===== config.mk =====
export PLATFORM = sky130hd
export DESIGN_NAME = pc_subsystem
export DESIGN_NICKNAME = d
export VERILOG_FILES = /design/src/logic/pc_types_pkg.sv /design/src/logic/pc_ctrl_pkg.sv /design/src/logic/pc_ctrl_if.sv /design/src/logic/pc_unit.sv /design/src/logic/bus_fabric.sv /design/src/logic/address_bus_reg.sv /design/src/logic/pc_sequencer.sv /design/src/logic/pc_subsystem.sv
export SDC_FILE = /design/constraint.sdc
export NUM_CORES = 1
export LEC_CHECK = 0
export BUFFER_PORTS_ARGS = -buffer_cell sky130_fd_sc_hd__buf_2
export CORE_ASPECT_RATIO = 0.75
export CORE_UTILIZATION = 45
export DETAILED_ROUTE_END_ITERATION = 8
export PLACE_DENSITY = 0.7
export SLEW_MARGIN = 20
export SYNTH_ARGS = -nofsm -noshare
export SYNTH_HDL_FRONTEND = slang
export SYNTH_SLANG_ARGS = --single-unit

===== constraint.sdc =====
create_clock -name phi2 -period 5.78 [get_ports phi2]
set_clock_uncertainty 0.1 [all_clocks]
set_input_delay 0.289 -clock phi2 [delete_from_list [all_inputs] [get_ports phi2]]
set_output_delay 0.289 -clock phi2 [all_outputs]
set_load 0.02 [all_outputs]

===== src/logic/pc_types_pkg.sv =====
package pc_types_pkg;

	// Widths used on the internal buses and the external address
	typedef logic [7:0]  byte_t;	// One bus byte, PCL or PCH
	typedef logic [15:0] addr_t;	// PCH:PCL or address bus

	// PC value after reset
	localparam addr_t PC_RESET = 16'h0000;

	// Data out register after reset
	localparam byte_t DATA_RESET = 8'h00;

	// Value read from a bus that nobody drives
	localparam byte_t BUS_IDLE = 8'hFF;	// Precharged high

endpackage


===== src/logic/pc_ctrl_pkg.sv =====
package pc_ctrl_pkg;

	// External command, sampled with cmd_valid
	typedef enum logic [1:0] {
		CMD_NOP   = 2'd0,
		CMD_FETCH = 2'd1,	// PC to address bus, then increment
		CMD_JUMP  = 2'd2,	// PCL then PCH from data_in
		CMD_PUSH  = 2'd3	// PCH then PCL to data_out
	} pc_cmd_e;

	// Sequencer steps, one per cycle
	typedef enum logic [2:0] {
		S_IDLE    = 3'd0,
		S_FETCH   = 3'd1,
		S_JUMP_LO = 3'd2,
		S_JUMP_HI = 3'd3,
		S_PUSH_HI = 3'd4,
		S_PUSH_LO = 3'd5
	} seq_state_e;

endpackage


===== src/logic/pc_ctrl_if.sv =====
interface pc_ctrl_if;

	logic adl_pcl;	// Shadow PCL from ADL
	logic pcl_pcl;	// Shadow PCL holds PCL
	logic adh_pch;	// Shadow PCH from ADH
	logic pch_pch;	// Shadow PCH holds PCH
	logic pcl_adl;	// PCL drives ADL
	logic pch_adh;	// PCH drives ADH
	logic pcl_db;
	logic pch_db;
	logic ipc;	// Increment PC
	logic din_adl;	// data_in drives ADL
	logic din_adh;
	logic ab_load;	// Address registers take ADH:ADL
	logic db_write;	// Data out register takes DB

	modport seq (
		output adl_pcl, pcl_pcl, adh_pch, pch_pch,
		output pcl_adl, pch_adh, pcl_db, pch_db,
		output ipc, din_adl, din_adh, ab_load, db_write
	);

	modport pc (
		input adl_pcl, pcl_pcl, adh_pch, pch_pch,
		input pcl_adl, pch_adh, pcl_db, pch_db,
		input ipc, din_adl, din_adh, ab_load, db_write
	);

endinterface


===== src/logic/pc_unit.sv =====
module pc_unit (
	input  logic                phi2,
	input  logic                arst_n,
	pc_ctrl_if.pc               ctl,
	input  pc_types_pkg::byte_t adl,
	input  pc_types_pkg::byte_t adh,
	output pc_types_pkg::byte_t pcl,
	output pc_types_pkg::byte_t pch
);
	import pc_types_pkg::*;

	byte_t pcl_s;	// PCLS shadow
	byte_t pch_s;	// PCHS shadow
	logic  pcl_src;	// Some source drives PCLS
	logic  pch_src;
	logic  pclc;	// PCL all ones, carry into PCH
	logic  pchc;	// Low PCH nibble all ones too
	byte_t pcl_next;
	byte_t pch_next;

	// Shadow latches follow the bus or the current PC half
	always_comb begin
		pcl_src = ctl.adl_pcl | ctl.pcl_pcl;
		pch_src = ctl.adh_pch | ctl.pch_pch;
		pcl_s = ctl.adl_pcl ? adl : pcl;
		pch_s = ctl.adh_pch ? adh : pch;
	end

	// Three carry groups over PCL, PCH[3:0] and PCH[7:4]
	assign pclc = ctl.ipc & (&pcl_s);
	assign pchc = pclc & (&pch_s[3:0]);

	assign pcl_next = pcl_s + {7'd0, ctl.ipc};	// Wraps at 0xFF
	assign pch_next = {pch_s[7:4] + {3'd0, pchc}, pch_s[3:0] + {3'd0, pclc}};

	// With no source the latch floats, so the PC half keeps its value
	always_ff @(posedge phi2 or negedge arst_n) begin
		if (!arst_n) begin
			pcl <= PC_RESET[7:0];
		end else if (pcl_src) begin
			pcl <= pcl_next;
		end
	end

	always_ff @(posedge phi2 or negedge arst_n) begin
		if (!arst_n) begin
			pch <= PC_RESET[15:8];
		end else if (pch_src) begin
			pch <= pch_next;	// 0xFFFF wraps to 0x0000
		end
	end

endmodule


===== src/logic/bus_fabric.sv =====
module bus_fabric (
	pc_ctrl_if.pc               ctl,
	input  pc_types_pkg::byte_t pcl,
	input  pc_types_pkg::byte_t pch,
	input  pc_types_pkg::byte_t data_in,
	output pc_types_pkg::byte_t adl,
	output pc_types_pkg::byte_t adh,
	output pc_types_pkg::byte_t db
);
	import pc_types_pkg::*;

	// PC drive wins over external data
	always_comb begin
		if (ctl.pcl_adl) begin
			adl = pcl;
		end else if (ctl.din_adl) begin
			adl = data_in;
		end else begin
			adl = BUS_IDLE;
		end
	end

	always_comb begin
		if (ctl.pch_adh) begin
			adh = pch;
		end else if (ctl.din_adh) begin
			adh = data_in;
		end else begin
			adh = BUS_IDLE;
		end
	end

	// Only the PC halves drive DB here
	always_comb begin
		if (ctl.pcl_db) begin
			db = pcl;
		end else if (ctl.pch_db) begin
			db = pch;
		end else begin
			db = BUS_IDLE;
		end
	end

endmodule


===== src/logic/address_bus_reg.sv =====
module address_bus_reg (
	input  logic                phi2,
	input  logic                arst_n,
	pc_ctrl_if.pc               ctl,
	input  pc_types_pkg::byte_t adl,
	input  pc_types_pkg::byte_t adh,
	input  pc_types_pkg::byte_t db,
	output pc_types_pkg::addr_t addr,
	output pc_types_pkg::byte_t data_out,
	output logic                data_we
);
	import pc_types_pkg::*;

	// ABH:ABL registers
	always_ff @(posedge phi2 or negedge arst_n) begin
		if (!arst_n) begin
			addr <= PC_RESET;
		end else if (ctl.ab_load) begin
			addr <= {adh, adl};
		end
	end

	// Data out register and its write strobe
	always_ff @(posedge phi2 or negedge arst_n) begin
		if (!arst_n) begin
			data_out <= DATA_RESET;
			data_we  <= 1'b0;
		end else begin
			data_we <= ctl.db_write;	// High in the cycle after the load
			if (ctl.db_write) begin
				data_out <= db;
			end
		end
	end

endmodule


===== src/logic/pc_sequencer.sv =====
module pc_sequencer (
	input  logic                 phi2,
	input  logic                 arst_n,
	input  logic                 cmd_valid,
	input  pc_ctrl_pkg::pc_cmd_e cmd,
	output logic                 done,
	pc_ctrl_if.seq               ctl
);
	import pc_ctrl_pkg::*;

	seq_state_e state;
	seq_state_e state_next;
	logic       last_step;	// Final step of any command

	always_ff @(posedge phi2 or negedge arst_n) begin
		if (!arst_n) begin
			state <= S_IDLE;
			done  <= 1'b0;
		end else begin
			state <= state_next;
			done  <= last_step;
		end
	end

	// Commands are taken in IDLE only and strobes while busy are lost
	always_comb begin
		state_next = S_IDLE;
		case (state)
			S_IDLE: begin
				if (cmd_valid) begin
					case (cmd)
						CMD_FETCH: state_next = S_FETCH;
						CMD_JUMP:  state_next = S_JUMP_LO;
						CMD_PUSH:  state_next = S_PUSH_HI;
						default:   state_next = S_IDLE;
					endcase
				end
			end
			S_JUMP_LO: state_next = S_JUMP_HI;
			S_PUSH_HI: state_next = S_PUSH_LO;
			default:   state_next = S_IDLE;	// FETCH, JUMP_HI, PUSH_LO end here
		endcase
	end

	assign last_step = (state == S_FETCH) || (state == S_JUMP_HI) || (state == S_PUSH_LO);

	// Per step bus controls
	always_comb begin
		ctl.adl_pcl  = 1'b0;
		ctl.pcl_pcl  = 1'b0;
		ctl.adh_pch  = 1'b0;
		ctl.pch_pch  = 1'b0;
		ctl.pcl_adl  = 1'b0;
		ctl.pch_adh  = 1'b0;
		ctl.pcl_db   = 1'b0;
		ctl.pch_db   = 1'b0;
		ctl.ipc      = 1'b0;
		ctl.din_adl  = 1'b0;
		ctl.din_adh  = 1'b0;
		ctl.ab_load  = 1'b0;
		ctl.db_write = 1'b0;
		case (state)
			S_FETCH: begin
				ctl.pcl_pcl = 1'b1;
				ctl.pch_pch = 1'b1;
				ctl.pcl_adl = 1'b1;
				ctl.pch_adh = 1'b1;
				ctl.ab_load = 1'b1;	// Old PC to the address bus
				ctl.ipc     = 1'b1;
			end
			S_JUMP_LO: begin
				ctl.din_adl = 1'b1;
				ctl.adl_pcl = 1'b1;
				ctl.pch_pch = 1'b1;
			end
			S_JUMP_HI: begin
				ctl.din_adh = 1'b1;
				ctl.adh_pch = 1'b1;
				ctl.pcl_pcl = 1'b1;
			end
			S_PUSH_HI, S_PUSH_LO: begin
				ctl.pcl_pcl  = 1'b1;
				ctl.pch_pch  = 1'b1;
				ctl.pch_db   = (state == S_PUSH_HI);	// PCH goes out first
				ctl.pcl_db   = (state == S_PUSH_LO);
				ctl.db_write = 1'b1;
			end
			default: ;	// Idle keeps every control low
		endcase
	end

endmodule


===== src/logic/pc_subsystem.sv =====
module pc_subsystem (
	input  logic                 phi2,
	input  logic                 arst_n,
	input  logic                 cmd_valid,
	input  pc_ctrl_pkg::pc_cmd_e cmd,
	input  pc_types_pkg::byte_t  data_in,
	output pc_types_pkg::addr_t  addr,
	output pc_types_pkg::byte_t  data_out,
	output logic                 data_we,
	output logic                 done
);
	import pc_types_pkg::*;

	byte_t adl;	// Internal address low bus
	byte_t adh;
	byte_t db;	// Internal data bus
	byte_t pcl;
	byte_t pch;

	pc_ctrl_if ctl_bus ();

	pc_sequencer u_seq (
		.phi2      (phi2),
		.arst_n    (arst_n),
		.cmd_valid (cmd_valid),
		.cmd       (cmd),
		.done      (done),
		.ctl       (ctl_bus)
	);

	bus_fabric u_fabric (
		.ctl     (ctl_bus),
		.pcl     (pcl),
		.pch     (pch),
		.data_in (data_in),
		.adl     (adl),
		.adh     (adh),
		.db      (db)
	);

	pc_unit u_pc (
		.phi2   (phi2),
		.arst_n (arst_n),
		.ctl    (ctl_bus),
		.adl    (adl),
		.adh    (adh),
		.pcl    (pcl),
		.pch    (pch)
	);

	address_bus_reg u_abus (
		.phi2     (phi2),
		.arst_n   (arst_n),
		.ctl      (ctl_bus),
		.adl      (adl),
		.adh      (adh),
		.db       (db),
		.addr     (addr),
		.data_out (data_out),
		.data_we  (data_we)
	);

endmodule


After elaboration in Yosys (flattened, before gate mapping)
Cells that the tools add are included.

cells by class
  add/subtract/negate cells = 3
  eq/ne operators = 8
  mux-type cells = 17
  bitwise gates (word level) = 4
  reduce and logical (&&, ||, !) cells = 8

operators with widths
  cell                  number
  $mux W8               6
  $pmux W3 S3           2
  $add A4 B1 Y4         2
  $add A8 B1 Y8         1
  $mux W1               8
  $reduce_and A8 Y1     1
  $reduce_or A4 Y1      2
  $eq A3 B2 Y1 const B  2
  $eq A3 B3 Y1 const B  2
  $eq A2 B2 Y1 const B  2
  $reduce_and A4 Y1     1
  $eq A3 B1 Y1 const B  1
  $logic_not A3 Y1      1
  $mux W3               1
  $and A1 B1 Y1         2
  $eq A2 B1 Y1 const B  1
  $logic_or A1 B1 Y1    2
  $or A1 B1 Y1          2
  $reduce_or A2 Y1      1

word-level totals
  register bits after elaboration = 45
  input port bits = 13
  logic and storage cells = 47

Logic depth before layout (Yosys ltp)
Gate-level depths: netlist (run 1).

  depth in word-level cells = 8
  depth in mapped cells = 13
  gate-level depth less buffers = 11

Modules after synthesis
Synthesis (run 1) repeated with hierarchy kept, for this count alone.

second synthesis, totals
  cell total of the unflattened synthesis = 262
  area, all modules = 2900.3 um2

modules (own cells, without submodules)
  module           instances  cells each  area an instance (um2)
  pc_unit          1          116         1246.2
  address_bus_reg  1          52          969.7
  bus_fabric       1          64          414.1
  pc_sequencer     1          30          270.3

Worst setup path before layout (run 1)
Ideal clock, no wire load.

  kind = reg2reg
  from = reg u_seq.state[1]
  to = reg u_pc.pcl[6]
  setup time = 129 ps
  arrival = 2270 ps
  required time = 5551 ps
  path slack = 3281 ps
  stages on the path, launching flop included = 10
  path through = dfrtp_1 buf_4 nor3b_4 buf_6 ha_1 ha_1 nand3_1 or2_2 o32ai_1 a21oi_1

on the way
  cells in the longest elaborated chain, start to end = 5

RTL lines
  item                      RTL line            source
  start: declaration        pc_sequencer.sv:11  seq_state_e state;
  start signal: assignment  pc_sequencer.sv:20  state <= state_next;
  $eq A3 B1 Y1              pc_sequencer.sv:62  case (state)
  $mux W1                   pc_sequencer.sv:62
  $mux W8                   bus_fabric.sv:14    if (ctl.pcl_adl) begin
  $mux W8                   pc_unit.sv:25       pcl_s = ctl.adl_pcl ? adl : pcl;
  $add A8 B1 Y8             pc_unit.sv:33       assign pcl_next = pcl_s + {7'd0, ctl.ipc};
  end signal: assignment    pc_unit.sv:39       pcl <= PC_RESET[7:0];
  end signal: assignment    pc_unit.sv:41       pcl <= pcl_next;
  end: declaration          pc_unit.sv:7        output pc_types_pkg::byte_t pcl,

Parallel ways exist; a longest one is shown, timed or not.
A chain may end at the register's enable or synchronous reset.

Final worst setup path (run 1)
  from = reg u_seq.state[0]
  to = reg u_pc.pcl[6]

Same word-level chain as after synthesis.

==> results of run 1 <==
[kinds of logic (layout without fill, tap and decap cells)]
group           count (synthesis)  count (layout)  share of synthesized area
xor+xnor                        2               2                   0.006953
compound gates                 58              58                     0.1504
fa+ha+maj                       6               6                    0.02979
mux                            30              30                     0.1271
simple gates                  103             103                     0.1986
buf+inv                        18              48                    0.04022
flops                          45              45                     0.4469
[synthesized netlist by cell type, drive strengths merged (3+ instances only)]
master,count,share of area
nor2b,3,0.010
clkbuf,3,0.0050
a22oi,3,0.0089
nand3,11,0.022
a21oi,15,0.030
nand2,54,0.080
o32ai,4,0.014
o21ai,16,0.036
mux2,16,0.071
buf,13,0.032
nor3,4,0.0079
o21bai,3,0.010
mux2i,14,0.056
a2bb2oi,3,0.010
nand4,3,0.0074
ha,6,0.030
and3,4,0.0099
dfrtp,45,0.45
nor2,14,0.021
a31oi,6,0.015
[per-stage QoR]
stage	util	hold slack, ns	power [mW]	worst slack, ns	cell area, um^2
final	0.5220	0.2291	1.520	2.144	2809
after global routing	0.5220	0.2406	1.654	1.848	2809
after CTS	0.5196	0.09887	1.529	2.134	2796
after detailed placement	0.5036	0.3657	1.331	2.151	2710
after global placement	0.5036	0.3568	1.318	2.241	2710
after floorplan	-	-0.1066	1.144	3.281	2520
[final cells by class]
type,instances,area share
multi-input combinational,199,0.4601
sequential,45,0.4009
timing repair buffer,39,0.07216
tap,75,0.03341
clock buffer,7,0.03074
inverter,2,0.002673
[flip-flops by register name (all words and copies together) (netlist names)]
signal and flops:
u_abus.addr 16, u_abus.data_out 8, u_pc.pch 8, u_pc.pcl 8
u_seq.state 3, u_abus.data_we 1, u_seq.done 1
[per-layer routing]
metal,part of all wire,global-route usage,vias to the layer above,routed length [um]
met2,0.42,0.3279,79,2376
met1,0.50,0.3276,1001,2848
met3,0.070,0.04089,4,398
li1,-,-,995,-
met4,0.0079,0.04637,0,45
met5,0,0,-,0
[worst paths after layout]
path / from / cells past startpoint / slack (ns) / to
min reg2reg: u_abus.data_out[5] / 2 / 0.38 / u_abus.data_out[5]
max in group asynchronous: arst_n / 2 / 4.77 / u_pc.pcl[6]
min in group asynchronous: arst_n / 2 / 0.43 / u_seq.done
min: cmd[1] / 3 / 0.23 / u_seq.state[1]
max: u_seq.state[0] / 7 / 2.14 / u_pc.pcl[6]
max reg2reg: u_seq.state[0] / 7 / 2.14 / u_pc.pcl[6]
[where the power goes]
group | switching (mW) | internal (mW)
registers | 0.180 | 0.451
logic | 0.402 | 0.294
clock network | 0.0980 | 0.0949
[worst max-delay path, cell delays in order (launching register included)]
cell,delay (ns)
dfrtp_1,1.03
nor3b_4,0.92
ha_1,0.37
ha_1,0.27
nand3_1,0.14
or2_2,0.31
o32ai_1,0.28
a21oi_1,0.06
==> reports/qor.csv, run 1 <==
stage,metric,value,unit
status,status,"complete, no violations",
logic_synthesis,Post-Syn Area,2520,um^2
timing,final setup TNS,0,ns
global_routing,initial antenna violation count,0,
placement,placed cells,359,
timing,Final Slew Violations,0,
worst_setup_path,crit end category,register,
logic_synthesis,sequential share of the synthesized area,0.4469,
logic_synthesis,cells after synthesis,262,
logic_synthesis,syn_area_per_cell,9.618,um^2
clocking,clock root buffer,clkbuf_8,
final_layout,share of post-route cells with drive strength above 1,0.2363,
logic_synthesis,"FFs w/ async S/R, synth",1.000,
clocking,clk slew on worst S/H paths,0.08,ns
global_routing,largest net degree at the start of global routing,46,
power_and_ir_drop,PwrDens,541.2,nW/um^2
route,Antenna Violating Nets Remaining,0,
final_layout,Reg area,1126,um^2
worst_setup_path,crit path kind,register to register,
timing,Peak Freq,275.0,MHz
die,Initial Utilization,0.4683,
logic_synthesis,Ys Warns,0,
die,Chip Width,88.41,um
global_routing,first-pass GRT wire length,9804,um
die,core box area,5381,um^2
route,WL/cell,15.44,um
logic_synthesis,"EDFF count, synth",0,
placement,DP Wirelength,3950,um
clocking,CTS tree,built,
global_routing,total track usage,0.2192,
route,DR vias,2079,
worst_setup_path,startpoint types,register,
logic_synthesis,Mapped Nets,281,
clocking,setup repair bufs after CTS,0,
final_layout,"commonest non-fill, non-tap cells in the layout","54 x nand2_1, 45 x dfrtp_1, 37 x buf_2",
timing,worst slew pin tran,1.036,ns
final_layout,FILL cells,506,
clocking,htree depth,2,
die,die area,5906,um^2
clocking,Post-CTS Resized,0,
timing,Final Hold Viols,0,
die,die height,66.81,um
job,max-cap violations,0,
final_layout,P&R area growth vs syn,11.47,%
global_routing,vias in the first global route,1933,
clocking,# clock sinks,45,
final_layout,"commonest non-fill, non-tap cell in the layout",nand2_1,
timing,RSZ-0062 raised after global routing,no,
route,final wirelength,5668,um
clocking,Num CTS Buffers,5,
global_routing,global route total overflow,0,
final_layout,Nets,311,
timing,"Setup violations, final",0,
clocking,worst skew pair latency,0.29,ns
worst_setup_path,Worst EP required,5.82,ns
worst_setup_path,worst endpoint data arrival time,3.68,ns
power_and_ir_drop,Lkg Pwr,1.327,nW
power_and_ir_drop,"IR drop worst, VDD",0.1913,mV
clocking,CTS Hold Buffers Added,0,
final_layout,diode count,0,
placement,port bufs,38,
timing,Tcrit/Tclk final,0.6290,
logic_synthesis,"FF+latch count, synth",45,
worst_setup_path,CP max FO,25,
placement,GPL Wtd Cong,0.8527,
logic_synthesis,top_reg_cell synth,dfrtp_1,
timing,Period minus WS final,3.636,ns
clocking,Clock Path Buffers,2,
die,# rows,23,
logic_synthesis,Yosys cell types,44,
die,# IOs,39,
route,DRC viols,0,
route,Via density,5.665,
route,Initial DRT Pass Iterations,4,
route,Iteration-0 DRC Markers,112,
worst_hold_path,worst hold-check path type,primary input to register,
timing,slew margin rel.,0.3095,
final_layout,footprint of the multi-input gates,1292,um^2
final_layout,Final Non-Filler Cells,367,
(Power assumes the default switching activity.)
==> run 2: changes to the inputs <==
--- a/config.mk
+++ b/config.mk
@@ -9,7 +9,7 @@
 export CORE_ASPECT_RATIO = 0.75
 export CORE_UTILIZATION = 45
 export DETAILED_ROUTE_END_ITERATION = 8
-export PLACE_DENSITY = 0.7
+export PLACE_DENSITY = 0.72
 export SLEW_MARGIN = 20
 export SYNTH_ARGS = -nofsm -noshare
 export SYNTH_HDL_FRONTEND = slang
==> constraint.sdc (replaced) <==
create_clock -name phi2 -period 3.3 [get_ports phi2]
set_clock_uncertainty 0.1 [all_clocks]
set_input_delay 0.165 -clock phi2 [delete_from_list [all_inputs] [get_ports phi2]]
set_output_delay 0.165 -clock phi2 [all_outputs]
set_load 0.02 [all_outputs]
==> run 2 against run 1 <==
  * Cell area increased by 1.6%
  * Flip-flop and latch count unchanged
  * Fmax increased by 28%
  * Die area unchanged
  * Clock-buffer cell count unchanged
  * Global-route usage decreased by 0.25 points
  * Wire length increased by 1.1%
  * Critical path depth increased by 3
==> reports/qor.csv, run 2 (synthesis results as in run 1) <==
stage,metric,value,unit,change
die,Initial Utilization,0.4683,,unchanged
final_layout,diode count,0,,unchanged
timing,Final Hold Viols,0,,unchanged
die,core box area,5381,um^2,unchanged
clocking,Clock Path Buffers,2,,unchanged
die,die height,66.81,um,unchanged
clocking,clock root buffer,clkbuf_8,,unchanged
job,max-cap violations,0,,unchanged
timing,hold slack,0.08625,ns,was 0.2291 ns
global_routing,global route total overflow,0,,unchanged
clocking,worst skew pair latency,0.30,ns,was 0.29 ns
global_routing,largest net degree at the start of global routing,46,,unchanged
final_layout,max reg flops,16,,unchanged
final_layout,FILL cells,501,,was 506
worst_setup_path,crit path kind,register to register,,unchanged
worst_setup_path,Worst EP required,3.42,ns,was 5.82 ns
power_and_ir_drop,PwrDens,957.8,nW/um^2,was 541.2 nW/um^2
worst_setup_path,worst endpoint data arrival time,2.96,ns,was 3.68 ns
worst_setup_path,crit end category,register,,unchanged
final_layout,Reg with most FFs,u_abus.addr,,unchanged
die,die area,5906,um^2,unchanged
clocking,CTS tree,built,,unchanged
timing,final setup TNS,0,ns,unchanged
timing,Final Slew Violations,0,,unchanged
worst_hold_path,HP Start,cmd[1],,unchanged
route,DR vias,2088,,was 2079
power_and_ir_drop,switch share,0.4459,,was 0.4477
clocking,clk slew on worst S/H paths,0.08,ns,about the same
worst_setup_path,worst r2r src,u_seq.state[2],,was u_seq.state[0]
placement,port bufs,38,,unchanged
worst_hold_path,Worst Hold Path EP,u_seq.state[1],,unchanged
route,WL/cell,15.41,um,was 15.44 um
power_and_ir_drop,clock network power share,0.136,,was 0.127
final_layout,share of post-route cells with drive strength above 1,0.2525,,was 0.2363
placement,GPL Wtd Cong,0.8826,,was 0.8527
timing,Period minus WS final,2.835,ns,was 3.636 ns
power_and_ir_drop,internal power,1.515,mW,was 839.7 uW
power_and_ir_drop,Comb power frac,0.475,,was 0.458
timing,Peak Freq,352.8,MHz,was 275.0 MHz
power_and_ir_drop,"IR drop worst, VDD",0.3616,mV,was 0.1913 mV
route,Initial DRT Pass Iterations,4,,unchanged
timing,RSZ-0062 raised after global routing,no,,unchanged
worst_hold_path,worst hold-check path type,primary input to register,,unchanged
power_and_ir_drop,Lkg Pwr,1.357,nW,was 1.327 nW
final_layout,footprint of the multi-input gates,1292,um^2,unchanged
global_routing,vias in the first global route,1925,,was 1933
route,final wirelength,5733,um,was 5668 um
placement,DP Wirelength,4045,um,was 3950 um
worst_hold_path,cell depth of the worst hold path,3,,unchanged
worst_setup_path,r2r worst-path depth,10,,was 7
route,Via density,5.613,,was 5.665
clocking,# clock sinks,45,,unchanged
route,DRC viols,0,,unchanged
global_routing,first-pass GRT wire length,9618,um,was 9804 um
route,Antenna Violating Nets Remaining,0,,unchanged
power_and_ir_drop,Net Sw Power,1.219,mW,was 680.6 uW
status,status,"complete, no violations",,unchanged
timing,"Setup violations, final",0,,unchanged
timing,Tcrit/Tclk final,0.8590,,was 0.6290
die,# IOs,39,,unchanged
worst_setup_path,FF-to-FF End,u_pc.pcl[6],,unchanged
die,# rows,23,,unchanged
clocking,Num CTS Buffers,5,,unchanged
die,Chip Width,88.41,um,unchanged
global_routing,total track usage,0.2167,,was 0.2192
timing,slew margin rel.,0.6046,,was 0.3095
route,Iteration-0 DRC Markers,147,,was 112
final_layout,Reg area,1126,um^2,unchanged
final_layout,"commonest non-fill, non-tap cell in the layout",nand2_1,,unchanged
timing,worst slew pin tran,0.5931,ns,was 1.036 ns
power_and_ir_drop,sequential fraction of design power,0.388,,was 0.415
final_layout,Nets,315,,was 311
worst_setup_path,reg2reg setup slack,0.47,ns,was 2.14 ns
clocking,htree depth,2,,unchanged
worst_setup_path,CP max FO,15,,was 25
worst_setup_path,startpoint types,register,,unchanged
final_layout,"commonest non-fill, non-tap cells in the layout","54 x nand2_1, 45 x dfrtp_1, 37 x buf_2",,unchanged
global_routing,initial antenna violation count,0,,unchanged
final_layout,P&R area growth vs syn,13.26,%,was 11.47%
[run 2: timing repair]
item / in CTS / in global routing
resized for setup: 0 / 0
hold buffers: 1 / 0
hold endpoints to repair: 45 / 0
setup buffers: 0 / 0
[run 2: worst max-delay path by stage]
| stage | cells after the start | end | from |
|---|---|---|---|
| 6_report | 10 | u_pc.pcl[6] | u_seq.state[2] |
| 5_1_grt | 9 | u_pc.pch[7] | u_seq.state[0] |
| 4_1_cts | 10 | u_pc.pcl[6] | u_seq.state[2] |
| 3_5_place_dp | 8 | u_pc.pcl[6] | u_seq.state[0] |
| 3_3_place_gp | 9 | u_pc.pcl[6] | u_seq.state[2] |
| 2_1_floorplan | 9 | u_pc.pcl[6] | u_seq.state[1] |
[run 2: area by class of cell]
cell class / instances / area share
multi-input combinational: 199 / 0.4529
sequential: 45 / 0.3946
timing repair buffer: 43 / 0.08154
clock buffer: 7 / 0.03376
tap: 75 / 0.03288
inverter: 2 / 0.002630
clock inverter: 1 / 0.001754
[run 2: critical path, cell delays in order (launching register included)]
cell and delay, ns:
dfrtp_1 0.73, nand2b_1 0.41, nand2_1 0.09, nand2_1 0.07, ha_1 0.21, ha_1 0.25
nand3_1 0.13, or2_2 0.32, a21oi_1 0.20, o32ai_1 0.12, a21oi_1 0.12
[run 2: layer usage]
layer,part of all wire,global-route usage,up-vias
li1,-,-,1002
met1,0.50,0.3211,993
met2,0.42,0.3087,84
met3,0.067,0.04833,9
met4,0.014,0.07258,0
met5,0,0,-
[run 2: power by group through the flow]
stage	Combinational, mW	Sequential, mW	Clock (mW)
finish	1.30	1.06	0.373
global route	1.43	1.10	0.403
CTS	1.29	1.06	0.380
detailed placement	1.29	1.07	0
global placement	1.27	1.06	0
floorplan	0.887	1.12	0
[run 2: metrics by stage]
stage          power [mW]  cells  setup slack [ns]    util  cell area (um^2)
2_1_floorplan       2.004    262            0.8005       -              2520
3_3_place_gp        2.334    363            0.6668  0.5092              2740
3_5_place_dp        2.357    363            0.5317  0.5092              2740
4_1_cts             2.732    372            0.5102  0.5299              2851
5_1_grt             2.933    372            0.2101  0.5303              2854
6_report            2.734    372            0.4652  0.5303              2854
